$ cat config.mk
export PLATFORM = sky130hd
export DESIGN_NAME = mdecTop
export DESIGN_NICKNAME = d
export VERILOG_FILES = /design/src/hw/mdecRegPkg.sv /design/src/hw/mdecCorePkg.sv /design/src/hw/mdecFifo.sv /design/src/hw/mdecCommandSequencer.sv /design/src/hw/mdecRleDequant.sv /design/src/hw/mdecTop.sv
export SDC_FILE = /design/constraint.sdc
export NUM_CORES = 2
export LEC_CHECK = 0
export BUFFER_PORTS_ARGS = -buffer_cell sky130_fd_sc_hd__buf_2
export CORE_UTILIZATION = 49
export DETAILED_ROUTE_END_ITERATION = 10
export PLACE_DENSITY = 0.61
export SLEW_MARGIN = 20
export SYNTH_ARGS = -nofsm -noshare
export SYNTH_HDL_FRONTEND = slang
export SYNTH_SLANG_ARGS = --single-unit
$ cat constraint.sdc
create_clock -name i_clk -period 14 [get_ports i_clk]
set_input_delay 2.1 -clock i_clk [delete_from_list [all_inputs] [get_ports i_clk]]
set_output_delay 2.1 -clock i_clk [all_outputs]
set_load 0.05 [all_outputs]
$ cat src/hw/mdecRegPkg.sv
package mdecRegPkg;

	// --------------------
	// Register map
	// --------------------
	localparam logic REG_DATA = 1'b0;	// Reg0: commands in, coefficients out
	localparam logic REG_CTRL = 1'b1;	// Reg1: control in, status out

	// Command codes, word bits 31:29
	localparam logic [2:0] CMD_STREAM = 3'd1;
	localparam logic [2:0] CMD_QUANT  = 3'd2;

	// Status word bit positions
	localparam int STAT_OUT_EMPTY = 31, STAT_IN_FULL = 30, STAT_BUSY = 29;
	localparam int STAT_IN_REQ    = 28;	// Data-in request
	localparam int STAT_OUT_REQ   = 27;	// Data-out request

	// Reg1 write bits
	localparam int CTRL_RESET = 31, CTRL_IN_EN = 30, CTRL_OUT_EN = 29;

	// Command sequencer state codes
	localparam logic [1:0] SEQ_IDLE  = 2'd0;	// Waiting for a command word
	localparam logic [1:0] SEQ_QUANT = 2'd1;	// Taking table words
	localparam logic [1:0] SEQ_HIGH  = 2'd2;	// Upper halfword out
	localparam logic [1:0] SEQ_LOW   = 2'd3;	// Lower halfword out

	// Input FIFO word, seen as a command or as table bytes
	typedef union packed {
		struct packed {
			logic [2:0]  code;		// Command
			logic [3:0]  setup;		// Output format bits, kept for status
			logic [8:0]  unused;
			logic [15:0] count;		// Parameter words that follow
		} cmd;
		logic [3:0][7:0] bytes;		// Byte 0 in bits 7:0
	} mdecWordT;

endpackage

$ cat src/hw/mdecCorePkg.sv
package mdecCorePkg;

	// --------------------
	// FIFO sizing
	// --------------------
	localparam int FIFO_DEPTH = 32;			// Entries, power of two
	localparam int FIFO_AW    = 5;			// Pointer width
	localparam int FIFO_CW    = FIFO_AW + 1;	// Count reaches FIFO_DEPTH

	// --------------------
	// Quantization table
	// --------------------
	localparam int QUANT_WORDS = 16;		// Words per table load
	localparam int QUANT_BYTES = 64;		// One byte per coefficient

	// Stream decoding
	localparam logic [15:0] BLOCK_END = 16'hFE00;	// End-of-block halfword
	localparam int          COEF_MAX  = 32767;		// Saturation bound

endpackage

$ cat src/hw/mdecFifo.sv
`timescale 1ns/1ps

module mdecFifo
	import mdecCorePkg::*;
(
	input  logic        i_clk,
	input  logic        i_reset,
	input  logic        i_inValid,
	input  logic [31:0] i_inData,
	output logic        o_inReady,
	output logic        o_outValid,
	output logic [31:0] o_outData,
	input  logic        i_outReady,
	output logic        o_full,
	output logic        o_empty
);
	logic [31:0]        mem [FIFO_DEPTH];
	logic [FIFO_AW-1:0] wrPtr;
	logic [FIFO_AW-1:0] rdPtr;
	logic [FIFO_CW-1:0] count;		// Words stored
	logic               push;
	logic               pop;

	assign o_full     = (count == FIFO_CW'(FIFO_DEPTH));
	assign o_empty    = (count == '0);
	assign o_inReady  = !o_full;
	assign o_outValid = !o_empty;
	assign o_outData  = mem[rdPtr];		// Head word, valid with o_outValid

	assign push = i_inValid && o_inReady;
	assign pop  = o_outValid && i_outReady;

	always_ff @(posedge i_clk) begin
		if (i_reset) begin
			wrPtr <= '0;
			rdPtr <= '0;
			count <= '0;
		end else begin
			if (push) wrPtr <= wrPtr + 1'b1;	// Wraps with the depth
			if (pop) rdPtr <= rdPtr + 1'b1;
			count <= count + FIFO_CW'(push) - FIFO_CW'(pop);
		end
	end

	always_ff @(posedge i_clk) begin
		if (push) mem[wrPtr] <= i_inData;
	end

	// A push refused while full must be offered again, or the word is lost
	pushHeld: assert property (@(posedge i_clk) disable iff (i_reset)
		i_inValid && !o_inReady |=> i_inValid && $stable(i_inData));

endmodule

$ cat src/hw/mdecCommandSequencer.sv
`timescale 1ns/1ps

module mdecCommandSequencer
	import mdecRegPkg::*;
	import mdecCorePkg::*;
(
	input  logic        i_clk,
	input  logic        i_reset,
	// Register port
	input  logic        i_regSelect,
	input  logic        i_write,
	input  logic [31:0] i_valueIn,
	output logic [31:0] o_valueOut,
	output logic        o_canWriteReg0,
	output logic        o_softReset,
	// Input FIFO side
	input  logic        i_fifoValid,
	input  mdecWordT    i_fifoData,
	input  logic        i_fifoFull,
	input  logic        i_fifoEmpty,
	output logic        o_fifoReady,
	// Dequantizer side
	output logic        o_halfValid,
	output logic [15:0] o_halfData,
	input  logic        i_halfReady,
	output logic        o_tableWrite,
	output logic [3:0]  o_tableAddr,
	output logic [31:0] o_tableData,
	input  logic        i_coreBusy,
	// Output FIFO head
	input  logic [31:0] i_outData,
	input  logic        i_outValid
);
	logic [1:0]  state;
	logic [1:0]  nextState;
	logic [3:0]  setupBits;		// From the last accepted command
	logic [15:0] remaining;		// Words still expected
	logic [15:0] quantIndex;
	logic        inEnable;
	logic        outEnable;
	logic        writeCtrl;
	logic        popWord;
	logic        lastWord;
	logic        countDown;
	logic [31:0] status;

	assign writeCtrl   = i_write && (i_regSelect == REG_CTRL);
	assign o_softReset = i_reset || (writeCtrl && i_valueIn[CTRL_RESET]);	// Also clears FIFOs
	assign popWord     = o_fifoReady && i_fifoValid;
	assign lastWord    = (remaining == 16'd1);
	assign quantIndex  = 16'(QUANT_WORDS) - remaining;	// 16 left -> word 0

	// --------------------
	// Command FSM
	// --------------------
	always_comb begin
		nextState   = state;
		o_fifoReady = 1'b0;
		o_halfValid = 1'b0;
		o_halfData  = i_fifoData[31:16];
		countDown   = 1'b0;
		case (state)
			SEQ_IDLE: begin
				o_fifoReady = 1'b1;		// Unknown words are dropped here
				if (i_fifoValid) begin
					if (i_fifoData.cmd.code == CMD_QUANT) begin
						nextState = SEQ_QUANT;
					end else if (i_fifoData.cmd.code == CMD_STREAM &&
							i_fifoData.cmd.count != 16'd0) begin
						nextState = SEQ_HIGH;
					end
				end
			end
			SEQ_QUANT: begin
				o_fifoReady = 1'b1;
				countDown   = i_fifoValid;
				if (i_fifoValid && lastWord) nextState = SEQ_IDLE;
			end
			SEQ_HIGH: begin
				o_halfValid = i_fifoValid;		// Word stays at FIFO head
				if (i_fifoValid && i_halfReady) nextState = SEQ_LOW;
			end
			SEQ_LOW: begin
				o_halfValid = i_fifoValid;
				o_halfData  = i_fifoData[15:0];
				o_fifoReady = i_halfReady;		// Pop once the low half is taken
				countDown   = popWord;
				if (popWord) nextState = lastWord ? SEQ_IDLE : SEQ_HIGH;
			end
			default: nextState = SEQ_IDLE;
		endcase
	end

	// Table words go straight through, one strobe per popped word
	assign o_tableWrite = (state == SEQ_QUANT) && i_fifoValid;
	assign o_tableAddr  = quantIndex[3:0];
	assign o_tableData  = i_fifoData.bytes;

	always_ff @(posedge i_clk) begin
		if (o_softReset) begin
			state     <= SEQ_IDLE;
			setupBits <= '0;
			remaining <= '0;		// Status shows FFFF
			inEnable  <= 1'b1;
			outEnable <= 1'b1;
		end else begin
			state <= nextState;
			if (state == SEQ_IDLE && popWord) begin
				if (i_fifoData.cmd.code == CMD_QUANT) begin
					remaining <= 16'(QUANT_WORDS);
					setupBits <= i_fifoData.cmd.setup;
				end else if (i_fifoData.cmd.code == CMD_STREAM) begin
					remaining <= i_fifoData.cmd.count;
					setupBits <= i_fifoData.cmd.setup;
				end
			end else if (countDown) begin
				remaining <= remaining - 16'd1;
			end
			if (writeCtrl) begin
				inEnable  <= i_valueIn[CTRL_IN_EN];
				outEnable <= i_valueIn[CTRL_OUT_EN];
			end
		end
	end

	// --------------------
	// Status and read mux
	// --------------------
	always_comb begin
		status                 = '0;
		status[STAT_OUT_EMPTY] = !i_outValid;
		status[STAT_IN_FULL]   = i_fifoFull;
		status[STAT_BUSY]      = (state != SEQ_IDLE) || i_coreBusy || !i_fifoEmpty;
		status[STAT_IN_REQ]    = !i_fifoFull && inEnable;
		status[STAT_OUT_REQ]   = i_outValid && outEnable;
		status[26:23]          = setupBits;
		status[15:0]           = remaining - 16'd1;	// Words left minus one
	end

	// Registered read, select of the previous cycle
	always_ff @(posedge i_clk) begin
		o_valueOut <= (i_regSelect == REG_CTRL) ? status : i_outData;
	end

	assign o_canWriteReg0 = !i_fifoFull;

	// Offered halfword may not change before the dequantizer takes it
	halfStable: assert property (@(posedge i_clk) disable iff (o_softReset)
		o_halfValid && !i_halfReady |=> o_halfValid && $stable(o_halfData));

endmodule

$ cat src/hw/mdecRleDequant.sv
`timescale 1ns/1ps

module mdecRleDequant
	import mdecRegPkg::*;
	import mdecCorePkg::*;
(
	input  logic        i_clk,
	input  logic        i_reset,
	input  logic        i_halfValid,
	input  logic [15:0] i_halfData,
	output logic        o_halfReady,
	input  logic        i_tableWrite,
	input  logic [3:0]  i_tableAddr,
	input  logic [31:0] i_tableData,
	output logic        o_outValid,
	output logic [31:0] o_outData,
	input  logic        i_outReady,
	output logic        o_busy
);
	logic [7:0]         quantTable [QUANT_BYTES];
	mdecWordT           tableWord;
	logic               inBlock;		// Low: next halfword is DC
	logic [6:0]         coefIndex;		// Extra bit catches overrun
	logic [6:0]         nextIndex;
	logic [5:0]         lookupIndex;
	logic               accept;
	logic               isEnd;
	logic               isDc;
	logic               produce;
	logic signed [9:0]  level;
	logic signed [18:0] product;
	logic signed [15:0] coef;

	// --------------------
	// Table memory
	// --------------------
	assign tableWord = i_tableData;

	always_ff @(posedge i_clk) begin
		if (i_tableWrite) begin
			for (int k = 0; k < 4; k++) begin
				quantTable[{i_tableAddr, 2'(k)}] <= tableWord.bytes[k];	// Four bytes per word
			end
		end
	end

	// --------------------
	// Run-length expansion
	// --------------------
	assign o_halfReady = !o_outValid || i_outReady;	// One-deep output stage
	assign accept      = i_halfValid && o_halfReady;
	assign isEnd       = (i_halfData == BLOCK_END);
	assign isDc        = !inBlock;
	assign level       = i_halfData[9:0];
	assign nextIndex   = coefIndex + {1'b0, i_halfData[15:10]} + 7'd1;	// Skip run zeros
	assign lookupIndex = isDc ? 6'd0 : nextIndex[5:0];
	assign produce     = accept && !isEnd && (isDc || !nextIndex[6]);	// Past 63 is dropped

	assign product = level * $signed({1'b0, quantTable[lookupIndex]});

	// Clamp to the 16-bit coefficient range
	always_comb begin
		if (product > COEF_MAX) coef = 16'(COEF_MAX);
		else if (product < -COEF_MAX) coef = 16'(-COEF_MAX);
		else coef = product[15:0];
	end

	always_ff @(posedge i_clk) begin
		if (i_reset) begin
			inBlock    <= 1'b0;
			coefIndex  <= '0;
			o_outValid <= 1'b0;
		end else begin
			if (accept) begin
				if (isEnd) begin
					inBlock <= 1'b0;
				end else if (isDc) begin
					inBlock   <= 1'b1;
					coefIndex <= '0;
				end else if (!nextIndex[6]) begin
					coefIndex <= nextIndex;
				end
			end
			if (o_halfReady) o_outValid <= produce;	// Held while the FIFO is full
		end
	end

	always_ff @(posedge i_clk) begin
		if (produce) o_outData <= {10'd0, lookupIndex, coef};
	end

	assign o_busy = o_outValid;

	indexRange: assert property (@(posedge i_clk) disable iff (i_reset)
		coefIndex <= 7'd63);

endmodule

$ cat src/hw/mdecTop.sv
`timescale 1ns/1ps

module mdecTop
	import mdecRegPkg::*;
(
	input  logic        i_clk,
	input  logic        i_reset,
	input  logic        i_regSelect,
	input  logic        i_write,
	input  logic        i_read,
	input  logic [31:0] i_valueIn,
	output logic [31:0] o_valueOut,
	output logic        o_canWriteReg0
);
	logic        softReset;		// Hard reset or Reg1 bit 31
	logic        inPush;
	logic        outPop;
	logic        inFifoValid, inFifoReady, inFifoFull, inFifoEmpty;
	logic [31:0] inFifoData;
	logic        halfValid, halfReady;
	logic [15:0] halfData;
	logic        tableWrite;
	logic [3:0]  tableAddr;
	logic [31:0] tableData;
	logic        coefValid, coefReady, coreBusy;
	logic [31:0] coefData;
	logic        outFifoValid;
	logic [31:0] outFifoData;

	assign inPush = i_write && (i_regSelect == REG_DATA);
	assign outPop = i_read && (i_regSelect == REG_DATA);	// Pop as the word is latched

	// --------------------
	// Datapath
	// --------------------
	mdecFifo inFifo (
		.i_clk(i_clk), .i_reset(softReset),
		.i_inValid(inPush), .i_inData(i_valueIn), .o_inReady(),
		.o_outValid(inFifoValid), .o_outData(inFifoData), .i_outReady(inFifoReady),
		.o_full(inFifoFull), .o_empty(inFifoEmpty)
	);

	mdecCommandSequencer sequencer (
		.i_clk(i_clk), .i_reset(i_reset),
		.i_regSelect(i_regSelect), .i_write(i_write), .i_valueIn(i_valueIn),
		.o_valueOut(o_valueOut), .o_canWriteReg0(o_canWriteReg0), .o_softReset(softReset),
		.i_fifoValid(inFifoValid), .i_fifoData(inFifoData), .i_fifoFull(inFifoFull),
		.i_fifoEmpty(inFifoEmpty), .o_fifoReady(inFifoReady),
		.o_halfValid(halfValid), .o_halfData(halfData), .i_halfReady(halfReady),
		.o_tableWrite(tableWrite), .o_tableAddr(tableAddr), .o_tableData(tableData),
		.i_coreBusy(coreBusy), .i_outData(outFifoData), .i_outValid(outFifoValid)
	);

	mdecRleDequant dequant (
		.i_clk(i_clk), .i_reset(softReset),
		.i_halfValid(halfValid), .i_halfData(halfData), .o_halfReady(halfReady),
		.i_tableWrite(tableWrite), .i_tableAddr(tableAddr), .i_tableData(tableData),
		.o_outValid(coefValid), .o_outData(coefData), .i_outReady(coefReady),
		.o_busy(coreBusy)
	);

	mdecFifo outFifo (
		.i_clk(i_clk), .i_reset(softReset),
		.i_inValid(coefValid), .i_inData(coefData), .o_inReady(coefReady),	// Back-pressure
		.o_outValid(outFifoValid), .o_outData(outFifoData), .i_outReady(outPop),
		.o_full(), .o_empty()
	);

endmodule

### After elaboration in Yosys (flattened, before gate mapping)

Memory sizes are Yosys's and may differ from the RTL's. A register that Yosys moved wholly into a read port is not among the register bits.
Cells that the tools add are included.

* memories kept: 3
* input bits: 37
* bits in read-only memories: 0
* latch bits: 0
* flip-flop bits (word level): 119
* word-level logic and storage cells: 134
* RAM bits: 2240

Memories
* inFifo.mem: depth 32, width 32, read ports 1, clocked after Yosys merged registers in 1, wr ports 1, line mdecFifo.sv:17 `logic [31:0] mem [FIFO_DEPTH];`
* outFifo.mem: depth 32, width 22, read ports 1, clocked after Yosys merged registers in 1, wr ports 1, line mdecFifo.sv:17
* dequant.quantTable: depth 64, width 8, read ports 1, clocked after Yosys merged registers in 0, wr ports 4, line mdecRleDequant.sv:20 `logic [7:0] quantTable [QUANT_BYTES];`

* $mul: 1
* mux-type cells: 34
* add/sub/neg operators: 12
* bitwise gates (word level): 2
* divide/modulo/power cells: 0
* reduce and logical (&&, ||, !) cells: 45
* equality and inequality tests: 16
* $lt $le $gt $ge: 2
* shifts and indexed selects: 0

Operator list (number)
* 16-bit 2-to-1 mux: 6
* 32-bit 2-to-1 mux: 1
* 5-bit by 1-bit adder with 5-bit output (second input constant): 4
* 5-bit 2-to-1 mux: 4
* 19-bit by 16-bit > comparator with 1-bit output (second input constant): 1
* 19-bit by 16-bit less-than comparator with 1-bit output (second input constant): 1
* 10-bit by 9-bit multiplier with 19-bit output: 1
* 1-bit logical AND: 18
* 16-bit by 1-bit equality test with 1-bit output (second input constant): 1
* 16-bit equality test (second input constant): 1
* 16-bit nonzero test: 1
* 16-bit by 1-bit subtractor with 16-bit output (second input constant): 1
* 2-bit 2-to-1 mux: 7
* 7-bit 2-to-1 mux: 2
* 6-bit by 1-bit adder with 6-bit output: 2
* 6-bit equality test (second input constant): 2
* 6-bit zero test: 2
* 6-bit by 1-bit subtractor with 6-bit output: 2
* 1-bit zero test: 8
* 1-bit 2-to-1 mux: 8
* 4-bit 2-to-1 mux: 2
* 2-bit case mux with 4 select lines: 1
* 7-bit by 1-bit adder with 7-bit output (second input constant): 1
* 7-bit by 6-bit adder with 7-bit output: 1
* 19 further kinds: 34

### Depth between registers and ports, before layout

An unclocked memory read counts as a cell.

* word-level depth: 9
* gate-level depth with buffers: 47
* depth with buffers taken out: 37

### Modules after synthesis

A second synthesis with hierarchy kept.

* cells, all modules: 6017
* area total of the unflattened synthesis: 108340.2 µm²

Modules (own cells, without submodules)
* mdecFifo: seq. area each 31169.9 µm², cells an instance 2043, instances 2, area an instance 40321.2 µm²
* mdecRleDequant: seq. area each 16195.5 µm², cells an instance 1580, instances 1, area an instance 24673.7 µm²
* mdecCommandSequencer: seq. area each 1121.1 µm², cells an instance 349, instances 1, area an instance 3011.6 µm²
* mdecTop: seq. area each 0.0 µm², cells an instance 2, instances 1, area an instance 12.5 µm²

### Worst setup path before layout

OpenSTA, ideal clock, no wires.

* path type: register -> register
* from: register (tool-made name)
* to: register dequant.o_outData[10] (data pin)
* stages on the path, launching flop included: 40
* setup slack: 3329 ps
* required time: 13870 ps
* data arrival time: 10541 ps
* buffers on the path: 8
* path through: dfxtp_1 -> buf_6 -> buf_6 -> buf_2 -> buf_2 -> mux4_2 -> a221oi_1 -> nand3_1 -> mux2i_1 -> ha_1 -> inv_1 -> fa_1 -> xor2_1 -> nand2_1 -> inv_1 -> buf_2 -> buf_1 -> buf_1 -> (+4 left out) -> nor2_1 -> fa_1 -> fa_1 -> fa_1 -> inv_1 -> fa_1 -> inv_1 -> ha_1 -> or4_1 -> o32ai_1 -> nor3_1 -> a211oi_1 -> xnor2_1 -> and3_1 -> inv_1 -> o311ai_0 -> clkbuf_1 -> o21a_1

RTL lines
* end signal: assignment: line mdecRleDequant.sv:89 `if (produce) o_outData <= {10'd0, lookupIndex, coef};`
* end: declaration: line mdecRleDequant.sv:16 `output logic [31:0] o_outData,`

==> impl_metrics.py <==
metrics = {
    "sta": {
        "fin_crit_ns": 12.07,
        "hold_viol_final": 0,
        "setup_slack_ns": 1.93,
        "tightest_slew_ns": 1.20,
        "slew_viol_final": 0,
        "clock_skew_ns": 0.0588,
        "setup_viol": 0,
        "relSlewSlack": 0.201,
        "finalCritPeriodShare": 0.862,
        "fmax_mhz": 82.9,
        "setup_tns_ns": 0,
        "rsz0062_at_grt": "no",
    },
    "floorplanning": {
        "die_area_mm2": 0.194,
        "core_area_mm2": 0.191,
        "io_pins": 70,
        "rows": 160,
        "die_y_um": 441,
        "fp.dieW_um": 441,
        "start_util": 0.495,
    },
    "global_route": {
        "overflow": 0,
        "grt_pass1_vias": 47728,
        "grt_pass1_wl_um": 341000,
        "grt_max_degree": 109,
        "antenna_found_initial": 15,
        "grt_usage": 0.248,
    },
    "setup_path": {
        "cpMostUsedCell": "fa_1",
        "startpoint_type": "flip-flop",
        "crit_fanout": 66,
        "crit_type": "flip-flop to flip-flop",
        "arrival_ns": 12.81,
        "max_stage_delay_ns": 0.81,
        "critPathRequiredTime_ns": 14.74,
        "slowest_stage": "dfxtp_4",
        "endpoint_kind": "flip-flop",
        "cp_top_family": "adder cells",
        "worst-path-buf-inv": 7,
    },
    "logic_synthesis": {
        "async_flop_share": 0,
        "ys_seq_area_frac": 0.742,
        "yosysTopAreaCellShare": 0.719,
        "synthFlopType": "edfxtp_1",
        "synth-edff-count": 2262,
        "yosysUniqueCellTypes": 71,
        "synth_fp_nets": 4876,
        "yosys_warnings": 0,
        "synth.most_common_cell": "edfxtp_1",
        "synthCells": 4693,
        "synth_common_cells": "edfxtp_1, mux4_2, nor2_1, inv_1, a221oi_1",
        "ys_ff_latch": 2367,
        "yosys.area.top_type": "edfxtp_1",
        "syn_area_mm2": 0.0944,
        "synthTopCellsByArea": "edfxtp_1, mux4_2, dfxtp_1, fa_1, a221oi_1",
        "postSynthAreaPerCell_um2": 20.1,
    },
    "clocking": {
        "cts_tree": "done",
        "clockBufferDepth": 3,
        "root_buffer": "clkbuf_16",
        "cts_setup_buffers": 0,
        "cts_resized": 0,
        "numClockSinks": 2367,
        "h-tree-depth": 4,
        "cts_buffers": 233,
        "insertion_delay_ns": 0.89,
        "clkSlewWorstSetupHoldPaths_ns": 0.06,
        "cts-hold-fix-buffers": 0,
    },
    "power": {
        "power_frac_comb": 0.419,
        "power.switching_mw": 9.71,
        "vdd_drop_max_uv": 1010,
        "p_seq_frac": 0.346,
        "power.density_mw_per_mm2": 252,
        "p_int_mw": 17.1,
        "leakage_nw": 33.4,
        "pwr-share-clk": 0.234,
        "switching_share": 0.362,
    },
    "min_path": {
        "hold_path.class": "flip-flop to flip-flop",
        "worstHoldStart": "sequencer.outEnable$_SDFFE_PP1P_",
    },
    "flow_run": {
        "maxCapViolations": 0,
    },
    "outcome": {
        "status": "completed",
    },
    "route": {
        "top_layer": "met5",
        "dr_wl_met3_um": 16900,
        "drt-met1-wl_um": 94400,
        "routed_wl_um": 238000,
        "final_antenna_net_count": 0,
        "vias": 46847,
        "dr.pass1.iters": 6,
        "wire_per_inst_um": 31.3,
        "viasPerCell": 6.16,
        "met2_length_um": 118000,
        "dr.first_iter.drc_count": 4969,
        "drcViolationCount": 0,
    },
    "placement": {
        "pre_cts_slack_ns": 1.91,
        "port_buffers": 68,
        "gp_congestion": 0.832,
        "dpl.hpwl_um": 135000,
        "dp.cells": 7147,
    },
    "layout": {
        "fin_nets": 5065,
        "area_delta_synth_final_pct": 12.8,
        "drive_gt1_frac": 0.252,
        "fin_cells": 7604,
    },
}
==> power by group through the flow <==
stage	clock network (mW)	registers [mW]	logic, mW
3_3_place_gp	0	9.39	10.8
6_report	6.28	9.28	11.2
4_1_cts	6.38	9.36	11.3
3_5_place_dp	0	9.50	11.3
2_1_floorplan	0	9.46	8.78
5_1_grt	6.64	9.31	12.5
==> placed cells by master, fill, tap and decap left out, drive strengths merged, types with 6 or more instances in the layout <==
cell type | synthesis | layout
edfxtp | 2262 | 2262
mux4 | 557 | 557
clkbuf | 120 | 309
nor2 | 271 | 271
buf | 136 | 210
inv | 169 | 172
a221oi | 134 | 134
nand2 | 113 | 113
dfxtp | 105 | 105
clkinv | 0 | 101
a22oi | 92 | 92
ha | 77 | 77
a21oi | 76 | 76
mux2i | 72 | 72
fa | 69 | 69
o21ai | 44 | 44
nand3 | 33 | 33
xnor2 | 33 | 33
or2 | 29 | 29
xor2 | 25 | 25
nor2b | 24 | 24
mux2 | 21 | 21
o221ai | 20 | 20
bufinv | 0 | 20
a22o | 19 | 19
a211oi | 19 | 19
nand2b | 18 | 18
o21a | 16 | 16
nand4 | 15 | 15
o22ai | 14 | 14
and3 | 12 | 12
and2 | 12 | 12
nor3 | 9 | 9
a21o | 7 | 7
o21bai | 7 | 7
clkinvlp | 0 | 7
diode | 0 | 6
o31ai | 6 | 6
==> final timing paths <==
| path | slack, ns | endpoint | depth (start not counted) |
|---|---|---|---|
| worst max register to register | 1.93 | dequant.o_outData[11]$_SDFFCE_PN1P_ | 34 |
| worst max-delay path | 1.93 | dequant.o_outData[11]$_SDFFCE_PN1P_ | 34 |
| worst min-delay path | 0.45 | sequencer.o_valueOut[27]$_SDFF_PN0_ | 2 |
| worst min register to register | 0.45 | sequencer.o_valueOut[27]$_SDFF_PN0_ | 2 |
==> through the flow <==
step           instance area [um^2]  hold WS [ns]  total power [mW]  utilization
4_1_cts                      106000         0.449              27.1        0.557
5_1_grt                      106000         0.489              28.4        0.558
2_1_floorplan                 94400         0.422              18.2            -
3_5_place_dp                  98500         0.440              20.8        0.516
6_report                     106000         0.451              26.8        0.558
3_3_place_gp                  98400         0.435              20.2        0.516
==> area by class of cell <==
type                       count  area [um^2]
fill                       14333        84300
sequential                  2367        70000
multi-input combinational   1901        23200
clock buffer                 309         6350
tap                         2511         3140
timing repair buffer         210         1630
clock inverter               131         1440
inverter                     169          641
antenna                        6         15.0
==> flip-flops by register name (all words and copies together) (netlist names), 6 cells and up, named ones only <==
name and flops:
inFifo.count 6, outFifo.mem 704, dequant.o_outData 22, inFifo.mem 1024, dequant.coefIndex 6, dequant.quantTable 512, sequencer.o_valueOut 31, outFifo.count 6
sequencer.remaining 16
==> cell families (layout without fill, tap and decap cells) <==
family | after synthesis | in the layout | synth area share
flops | 2367 | 2367 | 0.742
mux | 650 | 650 | 0.143
xor+xnor | 58 | 58 | 0.00538
simple gates | 570 | 570 | 0.0278
buf+inv | 425 | 819 | 0.0197
other cells | 1 | 7 | 0.0000397
fa+ha+maj | 146 | 146 | 0.0248
compound gates | 476 | 476 | 0.0373
==> worst reg2reg max path, delay by kind of cell, from the launching register on <==
kind            cells  cell delay (ns)
compound gates      6             2.62
xor+xnor            2             0.35
fa+ha+maj           7             2.80
buf+inv             7             1.83
flops               1             0.81
mux                 6             2.34
simple gates        6             1.21
==> metal layers <==
metal,track usage,vias to the layer above
li1,-,19594
met1,0.334,25095
met2,0.408,1759
met3,0.0472,389
met4,0.0814,10
met5,0,-
Note: power is estimated with default switching activity, not from simulation.
